[config.mk]
export PLATFORM = sky130hd
export DESIGN_NAME = irq_csr
export DESIGN_NICKNAME = d
export VERILOG_FILES = /design/src/irq_pkg.sv /design/src/irq_csr.sv
export SDC_FILE = /design/constraint.sdc
export NUM_CORES = 1
export LEC_CHECK = 0
export ABC_AREA = 1
export CORE_MARGIN = 3
export CORE_UTILIZATION = 52
export CTS_CLUSTER_DIAMETER = 150
export CTS_CLUSTER_SIZE = 12
export DETAILED_ROUTE_END_ITERATION = 7
export DONT_BUFFER_PORTS = 1
export PLACE_DENSITY = 0.7
export REMOVE_ABC_BUFFERS = 1
export SYNTH_ARGS = -nofsm -noshare
export SYNTH_HDL_FRONTEND = slang
export SYNTH_SLANG_ARGS = --single-unit
[constraint.sdc]
create_clock -name clk_i -period 0.8 [get_ports clk_i]
set_input_delay 0.16 -clock clk_i [delete_from_list [all_inputs] [get_ports clk_i]]
set_output_delay 0.16 -clock clk_i [all_outputs]
set_load 0.05 [all_outputs]
[src/irq_pkg.sv]
`default_nettype none

// shared sizes and types for the interrupt controller
package irq_pkg;

   // source count and id width
   localparam int NUM_IRQ    = 16;
   localparam int IRQ_ID_W   = $clog2(NUM_IRQ);

   // configuration address width
   localparam int CSR_ADDR_W = 2;

   // register map
   localparam logic [CSR_ADDR_W-1:0] ADDR_MASK = CSR_ADDR_W'(0);
   localparam logic [CSR_ADDR_W-1:0] ADDR_CTRL = CSR_ADDR_W'(1);

   // control register view
   typedef struct packed
   {
      // upper bits ignored on write
      logic [NUM_IRQ-2:0] rsvd;
      // master interrupt enable
      logic               global_en;
   } csr_ctrl_t;

   // one write word, read as mask or as control
   // depending on the address it goes to
   typedef union packed
   {
      // one enable bit per source
      logic [NUM_IRQ-1:0] mask;
      csr_ctrl_t          ctrl;
   } csr_data_u;

   // configuration write strobe bundle
   typedef struct packed
   {
      // single cycle write strobe
      logic                  we;
      logic [CSR_ADDR_W-1:0] addr;
      csr_data_u             data;
   } csr_wr_t;

   // interrupt output toward the cpu side
   typedef struct packed
   {
      // level, held until ack
      logic                valid;
      // source number of the presented interrupt
      logic [IRQ_ID_W-1:0] id;
   } irq_out_t;

endpackage : irq_pkg

`default_nettype wire

[src/irq_csr.sv]
`timescale 1ns/1ps
`default_nettype none

// configuration registers
//   ADDR_MASK  per source enable mask
//   ADDR_CTRL  global enable in bit 0
// write only, no readback path
module irq_csr
(
   input  logic                        clk_i,
   input  logic                        arst_n_i,
   // write strobe, address and data
   input  irq_pkg::csr_wr_t            csr_i,
   output logic [irq_pkg::NUM_IRQ-1:0] enable_mask_o,
   output logic                        global_en_o
);

   import irq_pkg::*;

   // stored configuration
   logic [NUM_IRQ-1:0] enable_mask_r;
   logic               global_en_r;

   // per register write enables
   logic               wr_mask;
   logic               wr_ctrl;

   // address decode
   // anything outside the map is dropped
   always_comb
   begin
      wr_mask = 1'b0;
      wr_ctrl = 1'b0;
      if (csr_i.we)
      begin
         case (csr_i.addr)
            ADDR_MASK : wr_mask = 1'b1;
            ADDR_CTRL : wr_ctrl = 1'b1;
            default   :
            begin
               wr_mask = 1'b0;
               wr_ctrl = 1'b0;
            end
         endcase
      end
   end

   // mask register
   // everything disabled out of reset
   always_ff @(posedge clk_i or negedge arst_n_i)
   begin
      if (!arst_n_i)
      begin
         enable_mask_r <= '0;
      end
      else if (wr_mask)
      begin
         // data read as the mask view
         enable_mask_r <= csr_i.data.mask;
      end
   end

   // control register
   // only global_en is kept, reserved bits dropped
   always_ff @(posedge clk_i or negedge arst_n_i)
   begin
      if (!arst_n_i)
      begin
         global_en_r <= 1'b0;
      end
      else if (wr_ctrl)
      begin
         global_en_r <= csr_i.data.ctrl.global_en;
      end
   end

   assign enable_mask_o = enable_mask_r;
   assign global_en_o   = global_en_r;

   // a strobe needs a clean address
   a_addr_known : assert property (
      @(posedge clk_i) disable iff (!arst_n_i)
      csr_i.we |-> !$isunknown(csr_i.addr)
   ) else $error("irq_csr: write strobe with unknown address");

endmodule : irq_csr

`default_nettype wire

==> results by group, run 1 <==
Synth
  – Synthesized instance count: 76
  – Synth Area in Simple Gates: 34.5%
  – Largest family of logic cells by synthesized area: simple AND/OR/NAND/NOR gates
  – XOR/XNOR Fraction of Synth Area: 0%
  – Compound-cell area share of the yosys netlist: 0%
  – Netlist cell types: 10
  – Ys Warns: 0
  – Cell Area, Synth: 699 µm²
  – Adder-cell share of the synthesized area: 0%
  – Avg Inst Size Synth: 9.20 µm²
  – Multiplexer area fraction after synthesis: 0%
  – Sequential fraction of the synthesis area: 60.8%
  – Number of synthesized register bits: 17

Status
  – Error: [ERROR DPL-0038] Utilization greater than 100%, impossible to legalize
  – Outcome: aborted with a tool error
  – Failed at: 5_1_grt

CTS
  – H-tree Lvls: 1
  – Sink Count: 17
  – Post-cts sizing count: 0
  – Clk buf depth: 2
  – Root Buffer: clkbuf_4
  – Num CTS Buffers: 3

Placed design
  – Placed Area: 1040 µm²
  – Placer congestion estimate: 0.666
  – DP HPWL: 1340 µm
  – Port bufs: 0

Floorplan
  – Die height: 42.7 µm
  – Num ports: 38
  – Initial Util: 59.0%
  – Row count: 12
  – Die W: 42.7 µm

STA
  – GRT worst endpoint: enable_mask_o[13]
  – Worst endpoint pin kind: top-level output

Global route
  – Largest net degree at the start of global routing: 20
==> stage by stage <==
stage	setup WS [ps]	setup TNS, ps	std cells
after CTS	-260	-5310	115
after detailed placement	76.5	0	105
after global placement	96.8	0	105
after floorplan	-32.5	-552	72
==> logic make-up after synthesis <==
| family | count (synthesis) |
|---|---|
| simple gates | 54 |
| flops | 17 |
| buf+inv | 5 |
==> what timing repair did <==
action                                 4_1_cts
buffers inserted                             4
hold buffers                                 2
pin swaps                                    0
endpoints found under the hold margin       18
setup endpoints to repair                   17
==> synthesized netlist by cell type <==
cell     count  area share (%)
inv_1        1            0.54
nand3_1     17              12
buf_4        1             1.1
nor2_4       1             1.6
nand2_1     34              18
buf_6        1             1.6
nand4_1      1            0.90
dfrtp_1     17              61
nand2_4      1             1.6
buf_2        2             1.4
==> inputs of run 2 (changes only) <==
- CORE_AREA: not set -> 3 3 64 66
- CORE_MARGIN: 3 -> not set
- CORE_UTILIZATION: 52 -> not set
- CTS_CLUSTER_DIAMETER: 150 -> not set
- CTS_CLUSTER_SIZE: 12 -> not set
- DIE_AREA: not set -> 0 0 67 69
- PLACE_DENSITY: 0.7 -> not set
- PLACE_DENSITY_LB_ADDON: not set -> 0.15
- clock period: 0.8 -> 1.05 ns (I/O delays scaled with it)
==> results by group, run 2 <==
Status
  – Outcome: complete, but fails checks
  – Failing checks: negative hold slack

CTS
  – CTS tree: yes
  – Postcts setup bufs: 0
  – Num CTS Buffers: 3
  – Sink Count: 17
  – H-tree Lvls: 1
  – Root Buffer: clkbuf_8
  – Clk buf depth: 2
  – Reg clk slew, reported paths: 70 ps
  – Clock latency on the worst-skew pair: 250 ps

Worst setup path
  – Crit Path Max Fanout: 2
  – Flop2flop setup slack: 260 ps
  – Path depth of the worst reg2reg path: 2
  – WP data arrival: 780 ps
  – RR Startpoint: enable_mask_o[8]
  – Worst Path Required: 840 ps
  – CP endpoint: enable_mask_o[11]
  – WS Path Type: reg2out
  – Crit start category: flip-flop
  – Crit. path cell count: 0
  – Reg2reg end: enable_mask_o[8]
  – Crit path from: enable_mask_o[11]
  – CP Capture Type: output port

Synth
  – Synthesized instance count: 76
  – Sequential fraction of the synthesis area: 60.8%
  – Post-synth top flop: dfrtp_1
  – Number of synthesized register bits: 17
  – Avg Inst Size Synth: 9.20 µm²
  – Ys Warns: 0
  – Cell Area, Synth: 699 µm²
  – Synth area leaders: dfrtp_1 61%, nand2_1 18%, nand3_1 12%, buf_6 1.6%, nand2_4 1.6%
  – Commonest cells post-synth: 34 x nand2_1, 17 x dfrtp_1, 17 x nand3_1
  – Count leader, synth: nand2_1
  – Largest area contributor in the netlist: dfrtp_1
  – Synth top area share: 60.8%
  – EDFF count, synth: 0
  – Netlist cell types: 10
  – Fraction of registers with async set or reset after synthesis: 100%

STA
  – Total Neg Setup Slack: 0 ps
  – # setup viols final: 0
  – Slew margin rel.: 81.9%
  – Final Cycle Share: 94.0%
  – RSZ-0062 raised after global routing: false
  – WHS: -352 ps
  – Worst-margin pin slew: 271 ps
  – Maximum clock frequency: 1010 MHz
  – Max Slew Vio Count: 0
  – Fin. Hold Viols: 17
  – Final critical-path required period: 987 ps
  – Max Clock Skew: 0 ps

Route
  – DRT Wirelength: 1760 µm
  – Vias/cell: 4.10
  – # DRC: 0
  – Routed len/inst: 13.9 µm
  – Starting DRT DRC Count: 19
  – Routed Antenna Nets: 0
  – Total number of vias: 516
  – DRT Pass-1 Iters: 4

Floorplan
  – Die W: 67 µm
  – Row count: 22
  – Total core area: 3630 µm²
  – Num ports: 38
  – Initial Util: 19.2%
  – Die ar.: 4620 µm²
  – Die height: 69 µm

Finish
  – Commonest non-fill, non-tap cell in the layout: nand2_1
  – Layout cell share with drive strength beyond 1: 30.8%
  – Layout fillers: 417
  – Register area: 447 µm²
  – Max reg flops: 16
  – Area Growth Syn to Fin: 16.1%
  – Final nets: 100
  – Finished Layout Cells: 126
  – Ant. Diodes: 0
  – Commonest cells after routing, fill and taps aside: 34 x nand2_1, 17 x nand3_1, 17 x dfrtp_2, 3 x clkbuf_8, 2 x buf_4
  – Fin util: 22.3%
  – Area of the multi-input gates: 241 µm²

Power
  – Switching Fraction: 40.1%
  – Psw: 0.736 mW
  – Peak VDD IR: 0.419 mV
  – Power share of the sequential group: 66.9%
  – Power share of the clock group: 26.4%
  – Comb pwr share: 6.7%
  – Overall Power: 1.83 mW
  – Leakage: 0.384 nW
  – Internal: 1.10 mW
  – Power per cell area: 2260 nW/µm²

Global route
  – Total GRT Usage: 8.37%
  – Initial antenna violation count: 0
  – Total gr overflow: 0
  – Global-route wire length before repair: 2840 µm
  – Vias in the first global route: 584
  – Largest net degree at the start of global routing: 20

Job
  – Max Cap Violations: 0

Placed design
  – Cells after DPL: 122
  – Port bufs: 0
  – DP HPWL: 1290 µm
  – Placer congestion estimate: 0.567

Min path
  – Class of the worst hold path: in2async
## run 2: cell counts after synthesis
No cell type changed its count.
## run 2: cell families after synthesis
family	share of synthesized area, %
and+or+nand+nor	34.5
DFF	60.8
buffers and inverters	4.65
## run 2: through the flow
step | instance area, µm² | setup WS (ps)
floorplan | 671 | 188
global placement | 746 | 191
detailed placement | 746 | 174
CTS | 812 | 52.5
global route | 812 | 36.1
finish | 812 | 63.1
## run 2: metal layers
layer	track usage (%)	routed length, µm
met5	0	0
met4	5.41	36
met3	1.63	151
met2	13.4	810
met1	9.86	758
## run 2: worst min path at each step
stage | start | endpoint | slack, ps | cells past startpoint
4_1_cts | arst_n_i | enable_mask_o[13] | -360 | 0
6_report | arst_n_i | enable_mask_o[13] | -350 | 0
3_5_place_dp | arst_n_i | enable_mask_o[13] | -90 | 0
3_3_place_gp | arst_n_i | enable_mask_o[13] | -90 | 0
2_1_floorplan | arst_n_i | enable_mask_o[0] | -90 | 0
5_1_grt | arst_n_i | enable_mask_o[13] | -370 | 0
## run 2: power by group through the flow
stage               sequential [mW]  combinational (mW)  clock, mW
floorplan                      1.20              0.0975          0
global placement               1.22               0.120          0
detailed placement             1.22               0.125          0
CTS                            1.23               0.125      0.530
global route                   1.24               0.150      0.559
finish                         1.23               0.123      0.484
## run 2: area by class of cell
type | count | area share, %
well taps | 48 | 7.40
clock buffers | 4 | 5.55
multi-input cells | 54 | 29.7
flip-flops and latches | 17 | 55.0
inverters | 1 | 0.462
repair buffers | 2 | 1.85
## run 2: timing repair
action,CTS,global route
hold endpoints to repair,17,17
endpoints found under the setup margin,17,0
resized for setup,17,0
Note: power is estimated with default switching activity, not from simulation.
