--- src/irq_pkg.sv ---
`default_nettype none

// shared sizes and types for the interrupt controller
package irq_pkg;

   // source count and id width
   localparam int NUM_IRQ    = 16;
   localparam int IRQ_ID_W   = $clog2(NUM_IRQ);

   // configuration address width
   localparam int CSR_ADDR_W = 2;

   // register map
   localparam logic [CSR_ADDR_W-1:0] ADDR_MASK = CSR_ADDR_W'(0);
   localparam logic [CSR_ADDR_W-1:0] ADDR_CTRL = CSR_ADDR_W'(1);

   // control register view
   typedef struct packed
   {
      // upper bits ignored on write
      logic [NUM_IRQ-2:0] rsvd;
      // master interrupt enable
      logic               global_en;
   } csr_ctrl_t;

   // one write word, read as mask or as control
   // depending on the address it goes to
   typedef union packed
   {
      // one enable bit per source
      logic [NUM_IRQ-1:0] mask;
      csr_ctrl_t          ctrl;
   } csr_data_u;

   // configuration write strobe bundle
   typedef struct packed
   {
      // single cycle write strobe
      logic                  we;
      logic [CSR_ADDR_W-1:0] addr;
      csr_data_u             data;
   } csr_wr_t;

   // interrupt output toward the cpu side
   typedef struct packed
   {
      // level, held until ack
      logic                valid;
      // source number of the presented interrupt
      logic [IRQ_ID_W-1:0] id;
   } irq_out_t;

endpackage : irq_pkg

`default_nettype wire

--- src/irq_pending.sv ---
`timescale 1ns/1ps
`default_nettype none

// sticky pending bits
// one per interrupt source
module irq_pending
(
   input  logic                        clk_i,
   input  logic                        arst_n_i,
   // single cycle request pulses
   input  logic [irq_pkg::NUM_IRQ-1:0] src_i,
   // one-hot clear from the output stage
   input  logic [irq_pkg::NUM_IRQ-1:0] clear_i,
   output logic [irq_pkg::NUM_IRQ-1:0] pending_o
);

   import irq_pkg::*;

   logic [NUM_IRQ-1:0] pending_r;
   logic [NUM_IRQ-1:0] pending_nxt;

   // clear first, then set
   // a pulse landing with its own clear keeps the bit
   assign pending_nxt = (pending_r & ~clear_i) | src_i;

   always_ff @(posedge clk_i or negedge arst_n_i)
   begin
      if (!arst_n_i)
      begin
         pending_r <= '0;
      end
      else
      begin
         pending_r <= pending_nxt;
      end
   end

   assign pending_o = pending_r;

   // only the presented source is ever cleared
   a_clear_one_hot : assert property (
      @(posedge clk_i) disable iff (!arst_n_i)
      $onehot0(clear_i)
   ) else $error("irq_pending: clear %b has several bits", clear_i);

   // a clear must hit a bit that is actually pending
   a_clear_hits_pending : assert property (
      @(posedge clk_i) disable iff (!arst_n_i)
      (clear_i != '0) |-> ((clear_i & pending_r) == clear_i)
   ) else $error("irq_pending: clear %b on idle source", clear_i);

endmodule : irq_pending

`default_nettype wire

--- config.mk ---
export PLATFORM = sky130hd
export DESIGN_NAME = irq_pending
export DESIGN_NICKNAME = d
export VERILOG_FILES = /design/src/irq_pkg.sv /design/src/irq_pending.sv
export SDC_FILE = /design/constraint.sdc
export NUM_CORES = 1
export LEC_CHECK = 0
export ABC_AREA = 1
export CORE_MARGIN = 2
export CORE_UTILIZATION = 45
export DETAILED_ROUTE_END_ITERATION = 10
export DONT_BUFFER_PORTS = 1
export RECOVER_POWER = 50
export SLEW_MARGIN = 20
export SYNTH_ARGS = -nofsm -noshare
export SYNTH_HDL_FRONTEND = slang
export SYNTH_SLANG_ARGS = --single-unit
--- constraint.sdc ---
create_clock -name clk_i -period 2 [get_ports clk_i]
set_clock_uncertainty 0.15 [all_clocks]
set_input_delay 0.1 -clock clk_i [delete_from_list [all_inputs] [get_ports clk_i]]
set_output_delay 0.1 -clock clk_i [all_outputs]
set_load 0.005 [all_outputs]
Yosys cells after proc, flatten, opt, wreduce, memory -nomap -nowiden
Index checks and enable logic that the tools add are counted.
{"block": "op_classes", "bitwise": 3}
{"op": "AND 16 bit", "count": 1}
{"op": "inverter 16 bit", "count": 1}
{"op": "OR 16 bit", "count": 1}
{"block": "totals", "output_inout_bits": 16, "ff_bits": 16, "wordCells": 4}

Logic depth before layout (Yosys ltp)
Gate-level depths: netlist of the first run.
{"block": "logic_depth", "word_depth": 3, "depth_mapped": 3, "ltp_nobuf": 3}

Worst setup path before layout of the first run
OpenSTA, ideal clock, no wires.
{"block": "synth_path", "path_kind": "flip-flop to flip-flop", "start": "register pending_r[0], in the netlist pending_o[0]", "end": "register pending_r[0], in the netlist pending_o[0]", "t_required_ns": 1.734, "setup_time_ns": 0.116, "t_arrival_ns": 0.465, "path_stages_with_launch": 3, "path_buffers": 0, "slack_ns": 1.269, "cell_sequence": "dfrtp_1 nand2_1 nand2_1"}
{"block": "synth_via", "elab_chain_cells": 2}
{"item": "start, declared", "line_no": "irq_pending.sv:19", "rtl": "logic [NUM_IRQ-1:0] pending_r;"}
{"item": "start signal, assigned", "line_no": "irq_pending.sv:34", "rtl": "pending_r <= pending_nxt;"}
{"item": "AND 16 bit", "line_no": "irq_pending.sv:24", "rtl": "assign pending_nxt = (pending_r & ~clear_i) | src_i;"}
{"item": "OR 16 bit", "line_no": "irq_pending.sv:24"}
{"item": "net pending_nxt[0]", "line_no": "irq_pending.sv:20", "rtl": "logic [NUM_IRQ-1:0] pending_nxt;"}
The timed path passes the listed nets, and every way through them passes these cells.

Final worst setup path of the first run
{"block": "layout_path", "start": "register pending_r[12], in the netlist pending_o[12]", "end": "register pending_r[12], in the netlist pending_o[12]"}
The elaborated chain is that of the path after synthesis.

==> impl_metrics.json, run 1 <==
{
  "status": "completed",
  "drive_above_1_share_pct": 2.59,
  "finalCriticalPeriod_ps": 1360,
  "path_common_cell": "nand2_1",
  "ys_top_cells_by_area": "dfrtp_1 63%, inv_1 19%, nand2_1 19%",
  "required_ps": 2010,
  "antenna_cells": 0,
  "syn-cell-area_um2": 641,
  "hold_ws_ps": 152,
  "grt_first_pass_wirelength_um": 2430,
  "gp_congestion": 0.624,
  "dieWidth_um": 41.7,
  "grt_overflow": 0,
  "grt_pass1_vias": 625,
  "hold_class": "input pin to asynchronous set/reset pin",
  "crit_type": "register to register",
  "ys_types": 3,
  "synth_warnings": 0,
  "finalSetupViolCount": 0,
  "cts.sink_count": 16,
  "worstPathArrival_ps": 1370,
  "wl_per_cell_um": 10.1,
  "clock_path_buffers": 2,
  "post_cts_resized": 0,
  "slowest_delay_ps": 540,
  "grt_usage_pct": 18.2,
  "worstSetupStartpointType": "register",
  "fp.dieH_um": 41.7,
  "ant_nets": 0,
  "endpoint_kind": "register",
  "cts_inserted_buffers": 3,
  "critical_path_peak_fanout": 2,
  "crit_chain": "nand2_1 -> nand2_1 -> dlygate4sd3_1",
  "dp_hpwl_um": 782,
  "use_met2_pct": 36.3,
  "netlist_instances": 80,
  "drtIter0Drc": 3,
  "synthTopCellsByCount": "32 x inv_1, 32 x nand2_1, 16 x dfrtp_1",
  "syn_to_final_growth_pct": 58.0,
  "report.final.slew_viol_count": 0,
  "synth_edf_count": 0,
  "postLayoutCellArea_um2": 1010,
  "largest_register_ffs": 16,
  "yosysTopAreaCellShare_pct": 62.5,
  "use_met1_pct": 15.6,
  "dp_cells": 95,
  "busiest_layer": "met2",
  "root_buffer": "clkbuf_4",
  "route.detailed.drc": 0,
  "stdcell_count": 131,
  "cap_violations": 0,
  "rsz0062_at_grt": "false",
  "fin_crit_sh_pct": 68.0,
  "ctsHoldBuffers": 33,
  "finalSetupTns_ps": 0,
  "cp_slowest_cell": "dlygate4sd3_1",
  "ys_async_sr_fraction_pct": 100,
  "antenna_found_initial": 0,
  "dpl-instance-area_um2": 659,
  "cts_tree": "done",
  "port_buffers": 0,
  "fmax_mhz": 735,
  "die_area_um2": 1740,
  "tightestPinTransition_ps": 670,
  "synth.net_count": 114,
  "p_per_area_nw_per_um2": 606,
  "synthFlopType": "dfrtp_1",
  "syn_area_per_cell_um2": 8.01,
  "grt_max_degree": 17,
  "vias": 549,
  "pin_count": 50,
  "yosys.area.top_type": "dfrtp_1",
  "hold_viol": 0,
  "slew-limit-headroom_pct": 55.2,
  "drt-total-wl_um": 1330,
  "leakagePower_uw": 0.000568,
  "clk_latency_ps": 270,
  "total_power_uw": 614,
  "grt_util_met3_pct": 6.52,
  "via_per_inst": 4.19,
  "clk_pin_slew_ps": 80,
  "rows": 13,
  "postCtsSetupRepairBufs": 0,
  "initial_utilization_pct": 48.6,
  "peakVddDrop_v": 0.000472,
  "drtPass1Iterations": 2,
  "finalNetCount": 152,
  "floorplan.core_area_um2": 1320,
  "yosysSeqAreaShare_pct": 62.5,
  "htree_levels": 1,
  "synth_seq_cells": 16
}
## routing by layer
metal | up-vias | share of wire (%)
li1 | 282 | -
met1 | 240 | 36
met2 | 25 | 56
met3 | 2 | 6.9
met4 | 0 | 0.90
met5 | - | 0
## worst max-delay path, delay by kind of cell (launching register included)
family	cells	cell delay (ps)
and+or+nand+nor	2	140
DFF	1	410
buffers and inverters	1	540
## path summary, 6_finish.rpt
| path | cells past startpoint | end | from | slack (ps) |
|---|---|---|---|---|
| max in group asynchronous | 1 | pending_o[2] | arst_n_i | 1120 |
| worst min register to register | 3 | pending_o[10] | pending_o[10] | 880 |
| worst min-delay path | 1 | pending_o[9] | arst_n_i | 150 |
| worst max-delay path | 3 | pending_o[12] | pending_o[12] | 640 |
| min in group clk_i | 4 | pending_o[5] | clear_i[5] | 360 |
| worst max register to register | 3 | pending_o[12] | pending_o[12] | 640 |
## power by group
part           internal, uW  leakage (uW)  switching (uW)
clock network          69.5     0.0000138            85.9
registers               345      0.000172            17.0
logic                  62.7      0.000382            33.3
total                   477      0.000568             136
## placed cells by master, fill, tap and decap left out
master / count
inv_1: 32
clkbuf_4: 3
dlygate4sd3_1: 33
dfrtp_1: 16
nand2_1: 32
## cells by family after synthesis
kind of cell  share of synthesized area, %
buf+inv                               18.8
simple gates                          18.8
flops                                 62.5
## layout make-up
cell class / count / area, um2
Fill cell: 97 / 305
Timing Repair Buffer: 33 / 330
Tap cell: 15 / 18.8
Clock buffer: 3 / 22.5
Inverter: 32 / 120
Multi-Input combinational cell: 32 / 120
Sequential cell: 16 / 400
## metrics by stage
step	utilization, %	worst slack (ps)
finish	76.8	640
global route	76.8	561
CTS	76.8	657
detailed placement	50.0	1220
global placement	50.0	1240
floorplan	-	1270
Power figures use the tool's default switching activity.
==> run 2: changes to the inputs <==
==> constraint.sdc (replaced) <==
create_clock -name clk_i -period 1.1 [get_ports clk_i]
set_clock_uncertainty 0.15 [all_clocks]
set_input_delay 0.055 -clock clk_i [delete_from_list [all_inputs] [get_ports clk_i]]
set_output_delay 0.055 -clock clk_i [all_outputs]
set_load 0.005 [all_outputs]
==> run 2 against run 1 <==
Effect of this change:
- register-to-register slack got worse by 370 ps
- final cell count did not move
- hold slack got worse by 42 ps
- critical path depth fell by 3
- critical endpoint is now pending_o[12]
- largest power group unchanged
- highest routed layer unchanged
==> impl_metrics.json, run 2 (synthesis gave the netlist of run 1 again) <==
{
  "postCtsSetupRepairBufs": 0,
  "grt_overflow": 0,
  "grt_usage_pct": 19.9,
  "fp.dieH_um": 41.7,
  "finalSetupViolCount": 0,
  "root_buffer": "clkbuf_4",
  "port_buffers": 0,
  "post_cts_resized": 0,
  "initial_utilization_pct": 48.6,
  "wl_per_cell_um": 11.2,
  "cts_inserted_buffers": 3,
  "final_cell_mix": "33 x dlygate4sd3_1, 32 x inv_1, 32 x nand2_1, 16 x dfrtp_1, 3 x clkbuf_4",
  "syn_to_final_growth_pct": 58.0,
  "clk_latency_ps": 270,
  "drtPass1Iterations": 3,
  "grt_pass1_vias": 634,
  "slew-limit-headroom_pct": 54.6,
  "leakagePower_uw": 0.000583,
  "dp_slack_ps": 320,
  "ant_nets": 0,
  "worst_slack_ps": 220,
  "finalNetCount": 152,
  "total_power_uw": 1100,
  "fmax_mhz": 1140,
  "final_util_pct": 76.8,
  "via_per_inst": 4.23,
  "grt_max_degree": 17,
  "crit_type": "register to output pin",
  "regArea_um2": 400,
  "report.final.slew_viol_count": 0,
  "worstPathArrival_ps": 670,
  "rows": 13,
  "dp_hpwl_um": 782,
  "floorplan.core_area_um2": 1320,
  "cap_violations": 0,
  "status": "completed",
  "pin_count": 50,
  "clk_pin_slew_ps": 80,
  "n_fill_cell": 98,
  "required_ps": 890,
  "rsz0062_at_grt": "false",
  "dieWidth_um": 41.7,
  "critical_path_peak_fanout": 2,
  "hold_class": "input pin to asynchronous set/reset pin",
  "cts_tree": "done",
  "drt-total-wl_um": 1470,
  "p_per_area_nw_per_um2": 1090,
  "gp_congestion": 0.624,
  "drive_above_1_share_pct": 2.59,
  "endpoint_kind": "output pin",
  "antenna_cells": 0,
  "die_area_um2": 1740,
  "tightestPinTransition_ps": 678,
  "hold_viol": 0,
  "cts.sink_count": 16,
  "multi_input_area_um2": 120,
  "drtIter0Drc": 2,
  "htree_levels": 1,
  "largest_register_ffs": 16,
  "vias": 554,
  "finalSetupTns_ps": 0,
  "route.detailed.drc": 0,
  "fin_crit_sh_pct": 80.0,
  "peakVddDrop_v": 0.000842,
  "grt_first_pass_wirelength_um": 2610,
  "layout_commonest_cell": "dlygate4sd3_1",
  "finalCriticalPeriod_ps": 880,
  "antenna_found_initial": 0,
  "worstSetupStartpointType": "register",
  "rrSetupSlack_ps": 270,
  "clock_path_buffers": 2
}
run 2: cell counts in the layout (fill, tap and decap cells not counted):
No cell type changed its count.
run 2: worst paths after layout:
kind	depth (start not counted)	endpoint	from
max	0	pending_o[12]	pending_o[12]
max reg2reg	2	pending_o[12]	pending_o[12]
min reg2reg	2	pending_o[2]	pending_o[2]
min	1	pending_o[10]	arst_n_i
min in group clk_i	3	pending_o[1]	src_i[1]
max in group asynchronous	1	pending_o[1]	arst_n_i
run 2: stage by stage:
stage / hold WS [ps] / area, um2 / instances
floorplan: -391 / 641 / 80
global placement: -390 / 659 / 95
detailed placement: -390 / 659 / 95
CTS: 140 / 1010 / 131
global route: 164 / 1010 / 131
finish: 110 / 1010 / 131
run 2: power by group:
| part | switching [uW] | internal (uW) | leakage, uW | total, uW |
|---|---|---|---|---|
| logic | 63.5 | 101 | 0.000397 | 165 |
| clock network | 153 | 126 | 0.0000138 | 279 |
| registers | 30.8 | 628 | 0.000172 | 659 |
| total | 247 | 855 | 0.000583 | 1100 |
run 2: cell type report:
class,count,area share [%]
clock buffer,3,2.22
inverter,32,11.9
tap,15,1.85
timing repair buffer,33,32.6
multi-input combinational,32,11.9
sequential,16,39.6
run 2: what timing repair did:
item | 4_1_cts | 5_1_grt
endpoints found under the setup margin | 0 | 0
hold buffers | 33 | 0
endpoints found under the hold margin | 32 | 0
run 2: metal layers:
layer / part of all wire, % / vias to the layer above / routed length [um] / GRT usage, %
met5: 0 / - / 0 / 0
met4: 0.82 / 0 / 12 / 7.74
met3: 6.5 / 2 / 95 / 5.22
met2: 60 / 24 / 880 / 40.0
met1: 33 / 246 / 480 / 18.4
li1: - / 282 / - / -
==> run 3: changes to the inputs <==
==> constraint.sdc (replaced) <==
create_clock -name clk_i -period 0.9 [get_ports clk_i]
set_clock_uncertainty 0.15 [all_clocks]
set_input_delay 0.045 -clock clk_i [delete_from_list [all_inputs] [get_ports clk_i]]
set_output_delay 0.045 -clock clk_i [all_outputs]
set_load 0.005 [all_outputs]
==> run 3 against run 2 <==
Effect of this change:
- the run now ends with negative hold slack left
- via count decreased by 0.72%
- global-route usage unchanged
- combinational power increased by 13%
- utilization decreased by 0.76 points
- worst setup slack got worse by 190 ps
- power increased by 21%
- clock power increased by 22%
- clock-buffer cell count unchanged
- sequential power increased by 22%
- critical endpoint unchanged
- largest cell class unchanged
- highest routed layer unchanged
==> impl_metrics.json, run 3 (synthesis gave the netlist of run 1 again) <==
{
  "cts.sink_count": 16,
  "rsz0062_at_grt": "true",
  "drt-total-wl_um": 1470,
  "grt_usage_pct": 19.9,
  "peakVddDrop_v": 0.000979,
  "via_per_inst": 4.23,
  "endpoint_kind": "output pin",
  "reg2reg_from": "pending_o[12]",
  "largest_register_ffs": 16,
  "finalNetCount": 151,
  "cp.depth": 0,
  "clk_pin_slew_ps": 80,
  "rows": 13,
  "final_util_pct": 76.1,
  "tightestPinTransition_ps": 111,
  "r2r_end": "pending_o[12]",
  "vias": 550,
  "drtIter0Drc": 3,
  "slew-limit-headroom_pct": 92.6,
  "root_buffer": "clkbuf_4",
  "worstPathArrival_ps": 670,
  "postLayoutCellArea_um2": 1000,
  "fmax_mhz": 1150,
  "grt_pass1_vias": 626,
  "htree_levels": 1,
  "clock_path_buffers": 2,
  "p_per_area_nw_per_um2": 1330,
  "fp.dieH_um": 41.7,
  "die_area_um2": 1740,
  "clk_latency_ps": 270,
  "startpoint": "pending_o[12]",
  "initial_utilization_pct": 48.6,
  "finalCriticalPeriod_ps": 869,
  "worst_slack_ps": 30.9,
  "drive_above_1_share_pct": 2.61,
  "gp_congestion": 0.624,
  "ant_nets": 0,
  "fin_crit_sh_pct": 96.6,
  "crit_type": "register to output pin",
  "violations": "negative hold slack",
  "cts_inserted_buffers": 3,
  "reg2reg_depth": 2,
  "final_cell_mix": "32 x inv_1, 32 x nand2_1, 32 x dlygate4sd3_1, 16 x dfrtp_1, 3 x clkbuf_4",
  "port_buffers": 0,
  "worstSetupStartpointType": "register",
  "required_ps": 700,
  "drtPass1Iterations": 3,
  "route.detailed.drc": 0,
  "hold_ws_ps": -689,
  "floorplan.core_area_um2": 1320,
  "rrSetupSlack_ps": 80,
  "status": "finished with violations",
  "grt_overflow": 0,
  "report.final.slew_viol_count": 0,
  "cap_violations": 0,
  "dpl-instance-area_um2": 659,
  "antenna_found_initial": 0,
  "hold_viol": 16,
  "critical_path_peak_fanout": 2,
  "antenna_cells": 0,
  "wl_per_cell_um": 11.3,
  "hold_class": "input pin to asynchronous set/reset pin",
  "grt_first_pass_wirelength_um": 2600,
  "dp_hpwl_um": 782,
  "dieWidth_um": 41.7,
  "dp_slack_ps": 120,
  "leakagePower_uw": 0.000579,
  "cts_tree": "done",
  "pin_count": 50,
  "endpoint": "pending_o[12]",
  "grt_max_degree": 17,
  "syn_to_final_growth_pct": 56.4,
  "ctsHoldBuffers": 32,
  "finalSetupViolCount": 0
}
## run 3: layout make-up
class	instances	area, um2
sequential	16	400
multi-input combinational	32	120
tap	15	18.8
clock buffer	3	22.5
fill	100	315
timing repair buffer	32	320
inverter	32	120
## run 3: worst reg2reg max path: stages (launching register included)
cell and delay (ps):
dfrtp_1 410, nand2_1 90, nand2_1 60
## run 3: through the flow
step	cells	setup TNS (ps)	total power, uW
after floorplan	80	0	872
after global placement	95	0	885
after detailed placement	95	0	891
after CTS	130	0	1350
after global routing	130	-54.6	1430
final	130	0	1330
## run 3: worst min path at each step
| stage | start | endpoint | depth (start not counted) |
|---|---|---|---|
| after global routing | arst_n_i | pending_o[10] | 0 |
| after CTS | arst_n_i | pending_o[10] | 0 |
| after global placement | arst_n_i | pending_o[10] | 0 |
| after detailed placement | arst_n_i | pending_o[10] | 0 |
| after floorplan | arst_n_i | pending_o[0] | 0 |
| final | arst_n_i | pending_o[10] | 0 |
## run 3: layer usage
| layer | share of wire (%) | GRT usage [%] |
|---|---|---|
| met1 | 32 | 18.2 |
| met4 | 0.82 | 7.74 |
| met5 | 0 | 0 |
| met2 | 61 | 40.3 |
| met3 | 6.4 | 5.22 |
## run 3: repair_timing
action | 4_1_cts | 5_1_grt
buffers inserted | 0 | 0
endpoints found under the setup margin | 0 | 12
gates resized for setup | 0 | 0
hold endpoints to repair | 32 | 16
## run 3: where the power goes
part	total, uW	switching [uW]	leakage [uW]	internal [uW]
Sequential	805	37.5	0.000172	767
Clock	340	185	0.0000138	154
Combinational	186	64.8	0.000393	121
