===== src/irq_pkg.sv =====
`default_nettype none

// shared sizes and types for the interrupt controller
package irq_pkg;

   // source count and id width
   localparam int NUM_IRQ    = 16;
   localparam int IRQ_ID_W   = $clog2(NUM_IRQ);

   // configuration address width
   localparam int CSR_ADDR_W = 2;

   // register map
   localparam logic [CSR_ADDR_W-1:0] ADDR_MASK = CSR_ADDR_W'(0);
   localparam logic [CSR_ADDR_W-1:0] ADDR_CTRL = CSR_ADDR_W'(1);

   // control register view
   typedef struct packed
   {
      // upper bits ignored on write
      logic [NUM_IRQ-2:0] rsvd;
      // master interrupt enable
      logic               global_en;
   } csr_ctrl_t;

   // one write word, read as mask or as control
   // depending on the address it goes to
   typedef union packed
   {
      // one enable bit per source
      logic [NUM_IRQ-1:0] mask;
      csr_ctrl_t          ctrl;
   } csr_data_u;

   // configuration write strobe bundle
   typedef struct packed
   {
      // single cycle write strobe
      logic                  we;
      logic [CSR_ADDR_W-1:0] addr;
      csr_data_u             data;
   } csr_wr_t;

   // interrupt output toward the cpu side
   typedef struct packed
   {
      // level, held until ack
      logic                valid;
      // source number of the presented interrupt
      logic [IRQ_ID_W-1:0] id;
   } irq_out_t;

endpackage : irq_pkg

`default_nettype wire


===== src/irq_present.sv =====
`timescale 1ns/1ps
`default_nettype none

// output stage
// captures the picked id, holds it until acknowledge
// and turns the ack into a one-hot pending clear
module irq_present
(
   input  logic                         clk_i,
   input  logic                         arst_n_i,
   // a pick is available
   input  logic                         any_i,
   // encoded id of the pick
   input  logic [irq_pkg::IRQ_ID_W-1:0] id_i,
   // single cycle acknowledge
   input  logic                         ack_i,
   output logic [irq_pkg::NUM_IRQ-1:0]  clear_o,
   output irq_pkg::irq_out_t            irq_o
);

   import irq_pkg::*;

   irq_out_t irq_r;
   // ack only counts while something is presented
   logic     ack_hit;

   assign ack_hit = ack_i && irq_r.valid;

   always_ff @(posedge clk_i or negedge arst_n_i)
   begin
      if (!arst_n_i)
      begin
         irq_r <= '0;
      end
      else if (!irq_r.valid)
      begin
         // idle, take the current pick
         if (any_i)
         begin
            irq_r.valid <= 1'b1;
            irq_r.id    <= id_i;
         end
      end
      else if (ack_hit)
      begin
         // drop the level, id back to zero while idle
         irq_r <= '0;
      end
   end

   // decode the held id into a clear for irq_pending
   // lands at the same edge valid falls
   always_comb
   begin
      clear_o = '0;
      if (ack_hit)
      begin
         clear_o[irq_r.id] = 1'b1;
      end
   end

   assign irq_o = irq_r;

   // presented id must not move until acknowledged
   a_id_held : assert property (
      @(posedge clk_i) disable iff (!arst_n_i)
      (irq_r.valid && !ack_i) |=> (irq_r.valid && $stable(irq_r.id))
   ) else $error("irq_present: id changed before acknowledge");

endmodule : irq_present

`default_nettype wire


===== config.mk =====
export PLATFORM = sky130hd
export DESIGN_NAME = irq_present
export DESIGN_NICKNAME = d
export VERILOG_FILES = /design/src/irq_pkg.sv /design/src/irq_present.sv
export SDC_FILE = /design/constraint.sdc
export NUM_CORES = 1
export LEC_CHECK = 0
export ABC_AREA = 1
export BUFFER_PORTS_ARGS = -buffer_cell sky130_fd_sc_hd__buf_2
export CAP_MARGIN = 0
export CORE_MARGIN = 1
export CORE_UTILIZATION = 25
export CTS_BUF_LIST = sky130_fd_sc_hd__clkbuf_4 sky130_fd_sc_hd__clkbuf_8
export CTS_CLUSTER_DIAMETER = 150
export DETAILED_ROUTE_END_ITERATION = 12
export HOLD_SLACK_MARGIN = 0.03
export PLACE_DENSITY_LB_ADDON = 0.08
export REMOVE_ABC_BUFFERS = 1
export SYNTH_ARGS = -nofsm -noshare
export SYNTH_HDL_FRONTEND = slang
export SYNTH_SLANG_ARGS = --single-unit

===== constraint.sdc =====
create_clock -name clk_i -period 1.4 [get_ports clk_i]
set_input_delay 0.14 -clock clk_i [delete_from_list [all_inputs] [get_ports clk_i]]
set_output_delay 0.14 -clock clk_i [all_outputs]
set_load 0.03 [all_outputs]

* Word-level counts from Yosys, hierarchy flattened
Cells that the tools add are included.
** Word-level totals
- Register bits after elaboration :: 5
- Memory bits (writable) :: 0
- ROM bits :: 0
- Input port bits :: 8
- Memories kept :: 0
- Bits in latches :: 0
- Output and inout port bits :: 21
- Logic and storage cells :: 15
** Cells by class
- Equal/unequal tests :: 1
- Reduce and logical (&&, ||, !) cells :: 4
- $lt $le $gt $ge :: 2
- Shift operators :: 0
- Multipliers :: 0
- $add $sub $neg :: 0
- Divide/modulo/power cells :: 0
- Bitwise gates (word level) :: 0
- Muxes and demuxes :: 6
** Operator list (count)
- two-way mux 16 bit :: 1
- two-way mux 5 bit :: 3
- < comparator 4 x 5 -> 1 bit (second input constant) :: 1
- demux 1 bit (select 4 bit) :: 1
- >= comparator 4 x 1 -> 1 bit (second input constant) :: 1
- logical AND 1 bit :: 2
- inequality test 2 x 1 -> 1 bit (second input constant) :: 1
- AND reduction 2 bit :: 1
- nonzero test 2 bit :: 1
- two-way mux 1 bit :: 1

* Longest topological paths before layout
Gate-level depths: netlist (run 1).
- Word-level depth :: 5
- Depth in mapped cells :: 4
- Gate-level depth less buffers :: 4

* Worst setup path before layout (run 1)
No wires, ideal clock.
- Path type :: register -> output
- From :: reg irq_r (netlist bit irq_o[1])
- To :: out clear_o[11] (netlist bit)
- Buffers on the path :: 0
- Arrival time :: 1448 ps
- Cell stages (with the launch flop) :: 3
- Slack :: -188 ps
- Path through :: dfrtp_1 > nand2_1 > nor3_1
** Between the ends
- Cells in the longest elaborated chain, start to end :: 5
** RTL lines
- start, declared :: RTL line irq_present.sv:23 : irq_out_t irq_r;
- < comparator 4 x 5 -> 1 bit (not written as such) or >= comparator 4 x 1 -> 1 bit (tied branches) :: RTL line irq_present.sv:58 : clear_o[irq_r.id] = 1'b1;
- logical AND 1 bit (not written as such) :: RTL line irq_present.sv:58
- two-way mux 1 bit (not written as such) :: RTL line irq_present.sv:58
- demux 1 bit (select 4 bit) * :: RTL line irq_present.sv:58
- two-way mux 16 bit * :: RTL line irq_present.sv:56 : if (ack_hit)
- end, declared :: RTL line irq_present.sv:17 : output logic [irq_pkg::NUM_IRQ-1:0] clear_o,
Every way passes the cells marked *; elsewhere a longest branch is shown, timed or not.

* Worst setup path in the final report (run 1)
- From :: reg irq_r (netlist bit irq_o[2])
- To :: out clear_o[0] (netlist bit)
Same word-level chain as after synthesis.

==> tab_implementation.tex, run 1 <==
\begin{tabular}{lr}
\hline
Metric & Value \\
\hline
\multicolumn{2}{l}{\textbf{Pwr}} \\
Combinational cell fraction of total power & 42.5\% \\
Switching power summed over all nets & 0.000318 W \\
Total power divided by cell area & 1060 nW/µm² \\
Switch share & between 40\% and 50\% \\
Clock group share of total power & 26.6\% \\
Sequential cell fraction of total power & 30.9\% \\
Pint & between 0.0004 and 0.0005 W \\
Static Leak & 0.357 nW \\
Max rail drop VDD & approximately 0.00062 V \\
\multicolumn{2}{l}{\textbf{Clock tree}} \\
Clock slew seen by the registers of the worst setup and hold paths & 0.05 ns \\
Number of CTS-inserted buffers & 3 \\
Root buf cell & sky130\_fd\_sc\_hd\_\_clkbuf\_4 \\
Clock tree from TritonCTS & built \\
Sinks on Clock Net & 5 \\
Number of buffers on the longest clock path & 2 \\
Total number of H-tree levels & 1 \\
Clock Latency Late Sink & approximately 0.25 ns \\
\multicolumn{2}{l}{\textbf{Final layout}} \\
Layout net count & 110 \\
\# diodes & 0 \\
Non-filler instance count after layout & between 100 and 150 \\
Area growth syn-to-layout & 71.7\% \\
Most frequent standard cell in the layout excluding fill and tap cells & sky130\_fd\_sc\_hd\_\_nand2\_1 \\
Top library cells by usage in the layout, fill and taps aside & sky130\_fd\_sc\_hd\_\_nand2\_1, sky130\_fd\_sc\_hd\_\_buf\_4, sky130\_fd\_sc\_hd\_\_buf\_2 \\
Largest register FFs & 5 \\
Filler cell count & 148 \\
Layout cell share with drive strength beyond 1 & 56.4\% \\
\multicolumn{2}{l}{\textbf{Setup path}} \\
Required time of the critical path & about 1.3 ns \\
Element type at the critical path start & flip-flop \\
Delay of the slowest cell on the worst path & 0.46 ns \\
Critical-path cell with the highest stage delay & sky130\_fd\_sc\_hd\_\_dfrtp\_2 \\
Peak fanout along the critical path & 6 \\
Nature of the critical path endpoint & primary output \\
Worst-path cell chain & nor2\_2, nand2\_1, nor2\_1, clkbuf\_4 \\
Signal arrival time at the worst endpoint & around 1.2 ns \\
Kind of critical path & flip-flop to primary output \\
\multicolumn{2}{l}{\textbf{Timing}} \\
Setup Viol. Count Final & 0 \\
Slack of the critical path & 0.0429 ns \\
Worst clock skew & $\sim$0.0046 ns \\
Final period utilization & 96.9\% \\
Hold slack & 0.0962 ns \\
Number of hold-slack violations in the final timing report & 0 \\
Max Transition Viols Final & 0 \\
Min Clock Period, post-route & 1.36 ns \\
Total negative slack for setup checks & 0 ns \\
RSZ-0062 raised after global routing & yes \\
Relative slew slack & 82.9\% \\
Transition time at the pin with the least slew margin & 0.255 ns \\
Achievable clock frequency & around 740 MHz \\
\multicolumn{2}{l}{\textbf{Routing}} \\
Total wire length after detailed routing & 1160 µm \\
First-pass iteration count of the detailed router & 4 \\
Vias per Instance & 4.47 \\
Remaining design rule violation count & 0 \\
Vias after detailed routing & a little over 500 \\
ANT nets after route & 0 \\
Initial DRC count & 10 \\
Routed length per instance & 9.97 µm \\
\multicolumn{2}{l}{\textbf{Place}} \\
Estimated wirelength of the detail-placed design & 779 µm \\
Weighted congestion reported at the end of routability-driven placement & 0.675 \\
Worst Setup Slack post-DPL & 0.156 ns \\
Instance count after placement with tap cells included & between 100 and 150 \\
Port-buffer cells & 28 \\
\multicolumn{2}{l}{\textbf{Global route}} \\
Antenna violations before repair & 0 \\
Via count of the first global-routing pass & 440 \\
Largest net degree at the start of global routing & 9 \\
Total congestion overflow & 0 \\
First-pass GRT wire length & $\sim$1900 µm \\
Total track usage & between 10\% and 20\% \\
\multicolumn{2}{l}{\textbf{Yosys}} \\
Post-synthesis average cell area & 6.06 µm² \\
Dominant combinational cell family by area after synthesis & simple AND/OR/NAND/NOR gates \\
Gate count after technology mapping & 65 \\
Total number of yosys warnings & 0 \\
Sequential element share of the synthesized area & between 30\% and 40\% \\
XOR/XNOR share of the synthesized area & 0\% \\
\#FFs+latches synth & 5 \\
Yosys cell types & 11 \\
Adder-cell area share of the yosys netlist & 0\% \\
Area fraction in compound gates after synthesis & 1.27\% \\
Proportion of synthesized area in mux cells & 0\% \\
Synthesized-area fraction occupied by and/or/nand/nor cells & between 50 and 60\% \\
Post-synthesis instance area & 394 µm² \\
\multicolumn{2}{l}{\textbf{Die}} \\
Die Width & 41.7 µm \\
Count of boundary I/O pins & 29 \\
Count of standard-cell rows & 13 \\
DIE HEIGHT & 41.7 µm \\
Die ar. & 1740 µm² \\
Core footprint & 1380 µm² \\
Starting utilization of the core area & 28.5\% \\
\multicolumn{2}{l}{\textbf{Outcome}} \\
Run status & complete, no violations \\
\multicolumn{2}{l}{\textbf{Flow run}} \\
Max-capacitance violation count & 0 \\
\multicolumn{2}{l}{\textbf{Min path}} \\
Class of the worst hold path & primary input to flip-flop \\
\hline
\end{tabular}
[cells by family (layout without fill, tap and decap cells)]
logic type,Yosys count,after routing
and+or+nand+nor,51,52
buffers and inverters,8,43
DFF,5,5
AOI/OAI and AO/OA,1,1
[Yosys cell counts (all sizes together)]
cell type / number / area (µm²)
nor3: 6 / 30.0
nand2: 24 / 97.6
o21ai: 1 / 5.00
clkbuf: 1 / 13.8
inv: 7 / 26.3
nand3: 4 / 20.0
dfrtp: 5 / 125
nor2: 17 / 76.3
[power by group through the flow]
stage	Combinational [W]	Clock [W]	Sequential, W
finish	0.000306	0.000192	0.000222
global route	0.000338	0.000207	0.000229
CTS	0.000288	0.000199	0.000222
detailed placement	0.000265	0	0.000216
global placement	0.000265	0	0.000214
floorplan	0.000144	0	0.000257
[per-layer routing]
metal	GRT usage [%]	routed length, µm
met5	0	0
met4	3.87	0
met3	5.65	80
met2	22.2	550
met1	17.2	526
[repair_timing]
action                                  CTS  global route
hold buffers                              1             0
resized for setup                         7            27
endpoints found under the hold margin     5             0
gates cloned                              1             0
endpoints found under the setup margin   16            15
pin swaps                                 2             0
buffers inserted                          2             1
[final cells by class]
| type | count | area (µm²) | share of cell area [%] |
|---|---|---|---|
| Timing Repair Buffer | 32 | 213 | 31.4 |
| Tap cell | 15 | 18.8 | 2.77 |
| Inverter | 7 | 26.3 | 3.88 |
| Multi-Input combinational cell | 53 | 258 | 38.1 |
| Sequential cell | 5 | 131 | 19.4 |
| Clock buffer | 4 | 30.0 | 4.44 |
[path summary, 6_finish.rpt]
kind	start	endpoint	slack, ns	cells after the start
worst max-delay path	irq_o[2]	clear_o[0]	0.04	4
max in group asynchronous	arst_n_i	irq_o[0]	1.01	2
worst min-delay path	id_i[0]	irq_o[0]	0.1	3
min in group asynchronous	arst_n_i	irq_o[3]	0.23	2
worst min register to register	irq_o[0]	irq_o[0]	0.60	2
worst max register to register	irq_o[4]	irq_o[0]	0.38	5
[critical path: cells and delay by family, from the launching register on]
kind          cells  cell delay, ns
buf+inv           1            0.19
simple gates      3            0.32
flops             1            0.46
[through the flow]
step,area [µm²],util (%),power (W)
2_1_floorplan,380,-,0.000401
3_3_place_gp,539,39.0,0.000479
3_5_place_dp,539,39.0,0.000480
4_1_cts,614,44.4,0.000708
5_1_grt,677,49.0,0.000775
6_report,677,49.0,0.000721
(Power assumes the default switching activity.)
==> inputs of run 2 (changes only) <==
--- a/config.mk
+++ b/config.mk
@@ -18,2 +18,3 @@
 export REMOVE_ABC_BUFFERS = 1
+export SKIP_LAST_GASP = 1
 export SYNTH_ARGS = -nofsm -noshare
--- a/constraint.sdc
+++ b/constraint.sdc
@@ -3,2 +3,2 @@
 set_output_delay 0.14 -clock clk_i [all_outputs]
-set_load 0.03 [all_outputs]
+set_load 0.05 [all_outputs]
==> tab_implementation.tex, run 2 (synthesis results as in run 1) <==
\begin{tabular}{lr}
\hline
Metric & Value \\
\hline
\multicolumn{2}{l}{\textbf{Timing}} \\
Max Transition Viols Final & 0 \\
Setup Viol. Count Final & 0 \\
Hold slack & 0.101 ns \\
Final period utilization & 96.8\% \\
Achievable clock frequency & 738 MHz \\
Min Clock Period, post-route & 1.35 ns \\
Relative slew slack & between 80\% and 90\% \\
Worst clock skew & approximately 0.0016 ns \\
Total negative slack for setup checks & 0 ns \\
Transition time at the pin with the least slew margin & 0.247 ns \\
RSZ-0062 raised after global routing & yes \\
Number of hold-slack violations in the final timing report & 0 \\
\multicolumn{2}{l}{\textbf{Final layout}} \\
Non-filler instance count after layout & around 120 \\
Largest register FFs & 5 \\
Combined area of the multi-input logic cells & 263 µm² \\
Most frequent standard cell in the layout excluding fill and tap cells & sky130\_fd\_sc\_hd\_\_nand2\_1 \\
Sequential cell area & 131 µm² \\
Layout net count & 112 \\
\# diodes & 0 \\
Top library cells by usage in the layout, fill and taps aside & sky130\_fd\_sc\_hd\_\_nand2\_1, sky130\_fd\_sc\_hd\_\_buf\_4, sky130\_fd\_sc\_hd\_\_buf\_2 \\
Area growth syn-to-layout & 84.4\% \\
Filler cell count & 150 \\
Layout cell share with drive strength beyond 1 & 59.2\% \\
\multicolumn{2}{l}{\textbf{Setup path}} \\
Kind of cell adding the most delay to the critical path & flip-flops \\
Peak fanout along the critical path & 6 \\
Signal arrival time at the worst endpoint & 1.21 ns \\
Kind of critical path & flip-flop to primary output \\
Required time of the critical path & 1.26 ns \\
Buffers \& Inverters on Critical Path & 1 \\
Worst-path cell chain & nor2\_2, nand2\_1, nor2\_1, buf\_6 \\
Nature of the critical path endpoint & primary output \\
Element type at the critical path start & flip-flop \\
Critical-path cell with the highest stage delay & sky130\_fd\_sc\_hd\_\_dfrtp\_2 \\
Delay of the slowest cell on the worst path & 0.45 ns \\
\multicolumn{2}{l}{\textbf{Pwr}} \\
Sequential cell fraction of total power & 28.4\% \\
Pint & about 0.00041 W \\
Combinational cell fraction of total power & 47.8\% \\
Static Leak & 0.374 nW \\
Total power divided by cell area & 1080 nW/µm² \\
Switch share & between 40\% and 50\% \\
Clock group share of total power & between 20\% and 30\% \\
Max rail drop VDD & approximately 0.00064 V \\
Switching power summed over all nets & around 0.00037 W \\
\multicolumn{2}{l}{\textbf{Clock tree}} \\
Root buf cell & sky130\_fd\_sc\_hd\_\_clkbuf\_4 \\
Number of buffers on the longest clock path & 2 \\
Clock tree from TritonCTS & built \\
Clock Latency Late Sink & 0.24 ns \\
Total number of H-tree levels & 1 \\
Sinks on Clock Net & 5 \\
Number of CTS-inserted buffers & 3 \\
Clock slew seen by the registers of the worst setup and hold paths & 0.05 ns \\
\multicolumn{2}{l}{\textbf{Die}} \\
Starting utilization of the core area & 28.5\% \\
Count of boundary I/O pins & 29 \\
Core footprint & roughly 1400 µm² \\
DIE HEIGHT & 41.7 µm \\
Die ar. & between 1500 and 2000 µm² \\
Count of standard-cell rows & 13 \\
Die Width & between 40 and 50 µm \\
\multicolumn{2}{l}{\textbf{Routing}} \\
Initial DRC count & 7 \\
Total wire length after detailed routing & 1150 µm \\
First-pass iteration count of the detailed router & 4 \\
Vias after detailed routing & 523 \\
ANT nets after route & 0 \\
Vias per Instance & 4.43 \\
Routed length per instance & 9.70 µm \\
Remaining design rule violation count & 0 \\
\multicolumn{2}{l}{\textbf{Min path}} \\
Class of the worst hold path & primary input to flip-flop \\
\multicolumn{2}{l}{\textbf{Outcome}} \\
Run status & complete, no violations \\
\multicolumn{2}{l}{\textbf{Global route}} \\
Total track usage & between 10\% and 20\% \\
Antenna violations before repair & 0 \\
Via count of the first global-routing pass & 433 \\
Total congestion overflow & 0 \\
Largest net degree at the start of global routing & 16 \\
First-pass GRT wire length & between 1500 and 2000 µm \\
\multicolumn{2}{l}{\textbf{Flow run}} \\
Max-capacitance violation count & 0 \\
\multicolumn{2}{l}{\textbf{Place}} \\
Instance count after placement with tap cells included & 108 \\
Weighted congestion reported at the end of routability-driven placement & 0.674 \\
Port-buffer cells & 28 \\
Estimated wirelength of the detail-placed design & between 700 and 800 µm \\
\hline
\end{tabular}
==> run 2: through the flow <==
step | utilization, % | setup WS [ns] | total power, W | area [µm²]
2_1_floorplan | - | -0.833 | 0.000456 | 380
3_3_place_gp | 39.5 | 0.145 | 0.000539 | 547
3_5_place_dp | 39.5 | 0.117 | 0.000539 | 547
4_1_cts | 46.7 | 0.00672 | 0.000756 | 646
5_1_grt | 52.6 | -0.0383 | 0.000842 | 727
6_report | 52.6 | 0.0451 | 0.000785 | 727
==> run 2: final timing paths <==
kind                          start    endpoint  slack [ns]  cells after the start
max reg2reg                irq_o[4]    irq_o[2]        0.39                      4
min in group asynchronous  arst_n_i    irq_o[2]        0.26                      2
min reg2reg                irq_o[0]    irq_o[0]        0.59                      2
max                        irq_o[2]  clear_o[0]        0.05                      4
max in group asynchronous  arst_n_i    irq_o[3]        0.99                      2
min                         id_i[0]    irq_o[0]        0.10                      3
==> run 2: what timing repair did <==
| action | 4_1_cts | 5_1_grt |
|---|---|---|
| resized for setup | 21 | 17 |
| setup buffers | 1 | 3 |
| pin swaps | 0 | 1 |
| hold endpoints to repair | 5 | 0 |
| endpoints found under the setup margin | 16 | 16 |
| cloned | 0 | 1 |
| hold buffers | 1 | 0 |
==> run 2: final cells by class <==
type	instances	share of cell area, %
clock buffer	4	4.13
inverter	7	3.61
multi-input combinational	53	36.1
sequential	5	18.1
tap	15	2.58
timing repair buffer	34	35.5
==> run 2: worst register-to-register path, cell delays in order (launching register included) <==
cell	delay [ns]
sky130_fd_sc_hd__dfrtp_2	0.43
sky130_fd_sc_hd__buf_4	0.15
sky130_fd_sc_hd__nor2_1	0.22
sky130_fd_sc_hd__nand2_1	0.08
sky130_fd_sc_hd__nand2_1	0.07
==> run 2: power by group through the flow <==
| stage | logic, W | clock network (W) | registers [W] |
|---|---|---|---|
| finish | 0.000375 | 0.000187 | 0.000223 |
| global route | 0.000408 | 0.000203 | 0.000230 |
| CTS | 0.000345 | 0.000193 | 0.000217 |
| detailed placement | 0.000324 | 0 | 0.000215 |
| global placement | 0.000324 | 0 | 0.000215 |
| floorplan | 0.000162 | 0 | 0.000294 |
==> run 2: per-layer routing <==
metal | vias to the layer above | global-route usage [%] | wire [µm]
li1 | 278 | - | -
met1 | 229 | 18.7 | 513
met2 | 16 | 21.3 | 588
met3 | 0 | 1.30 | 44
met4 | 0 | 7.74 | 0
met5 | - | 0 | 0
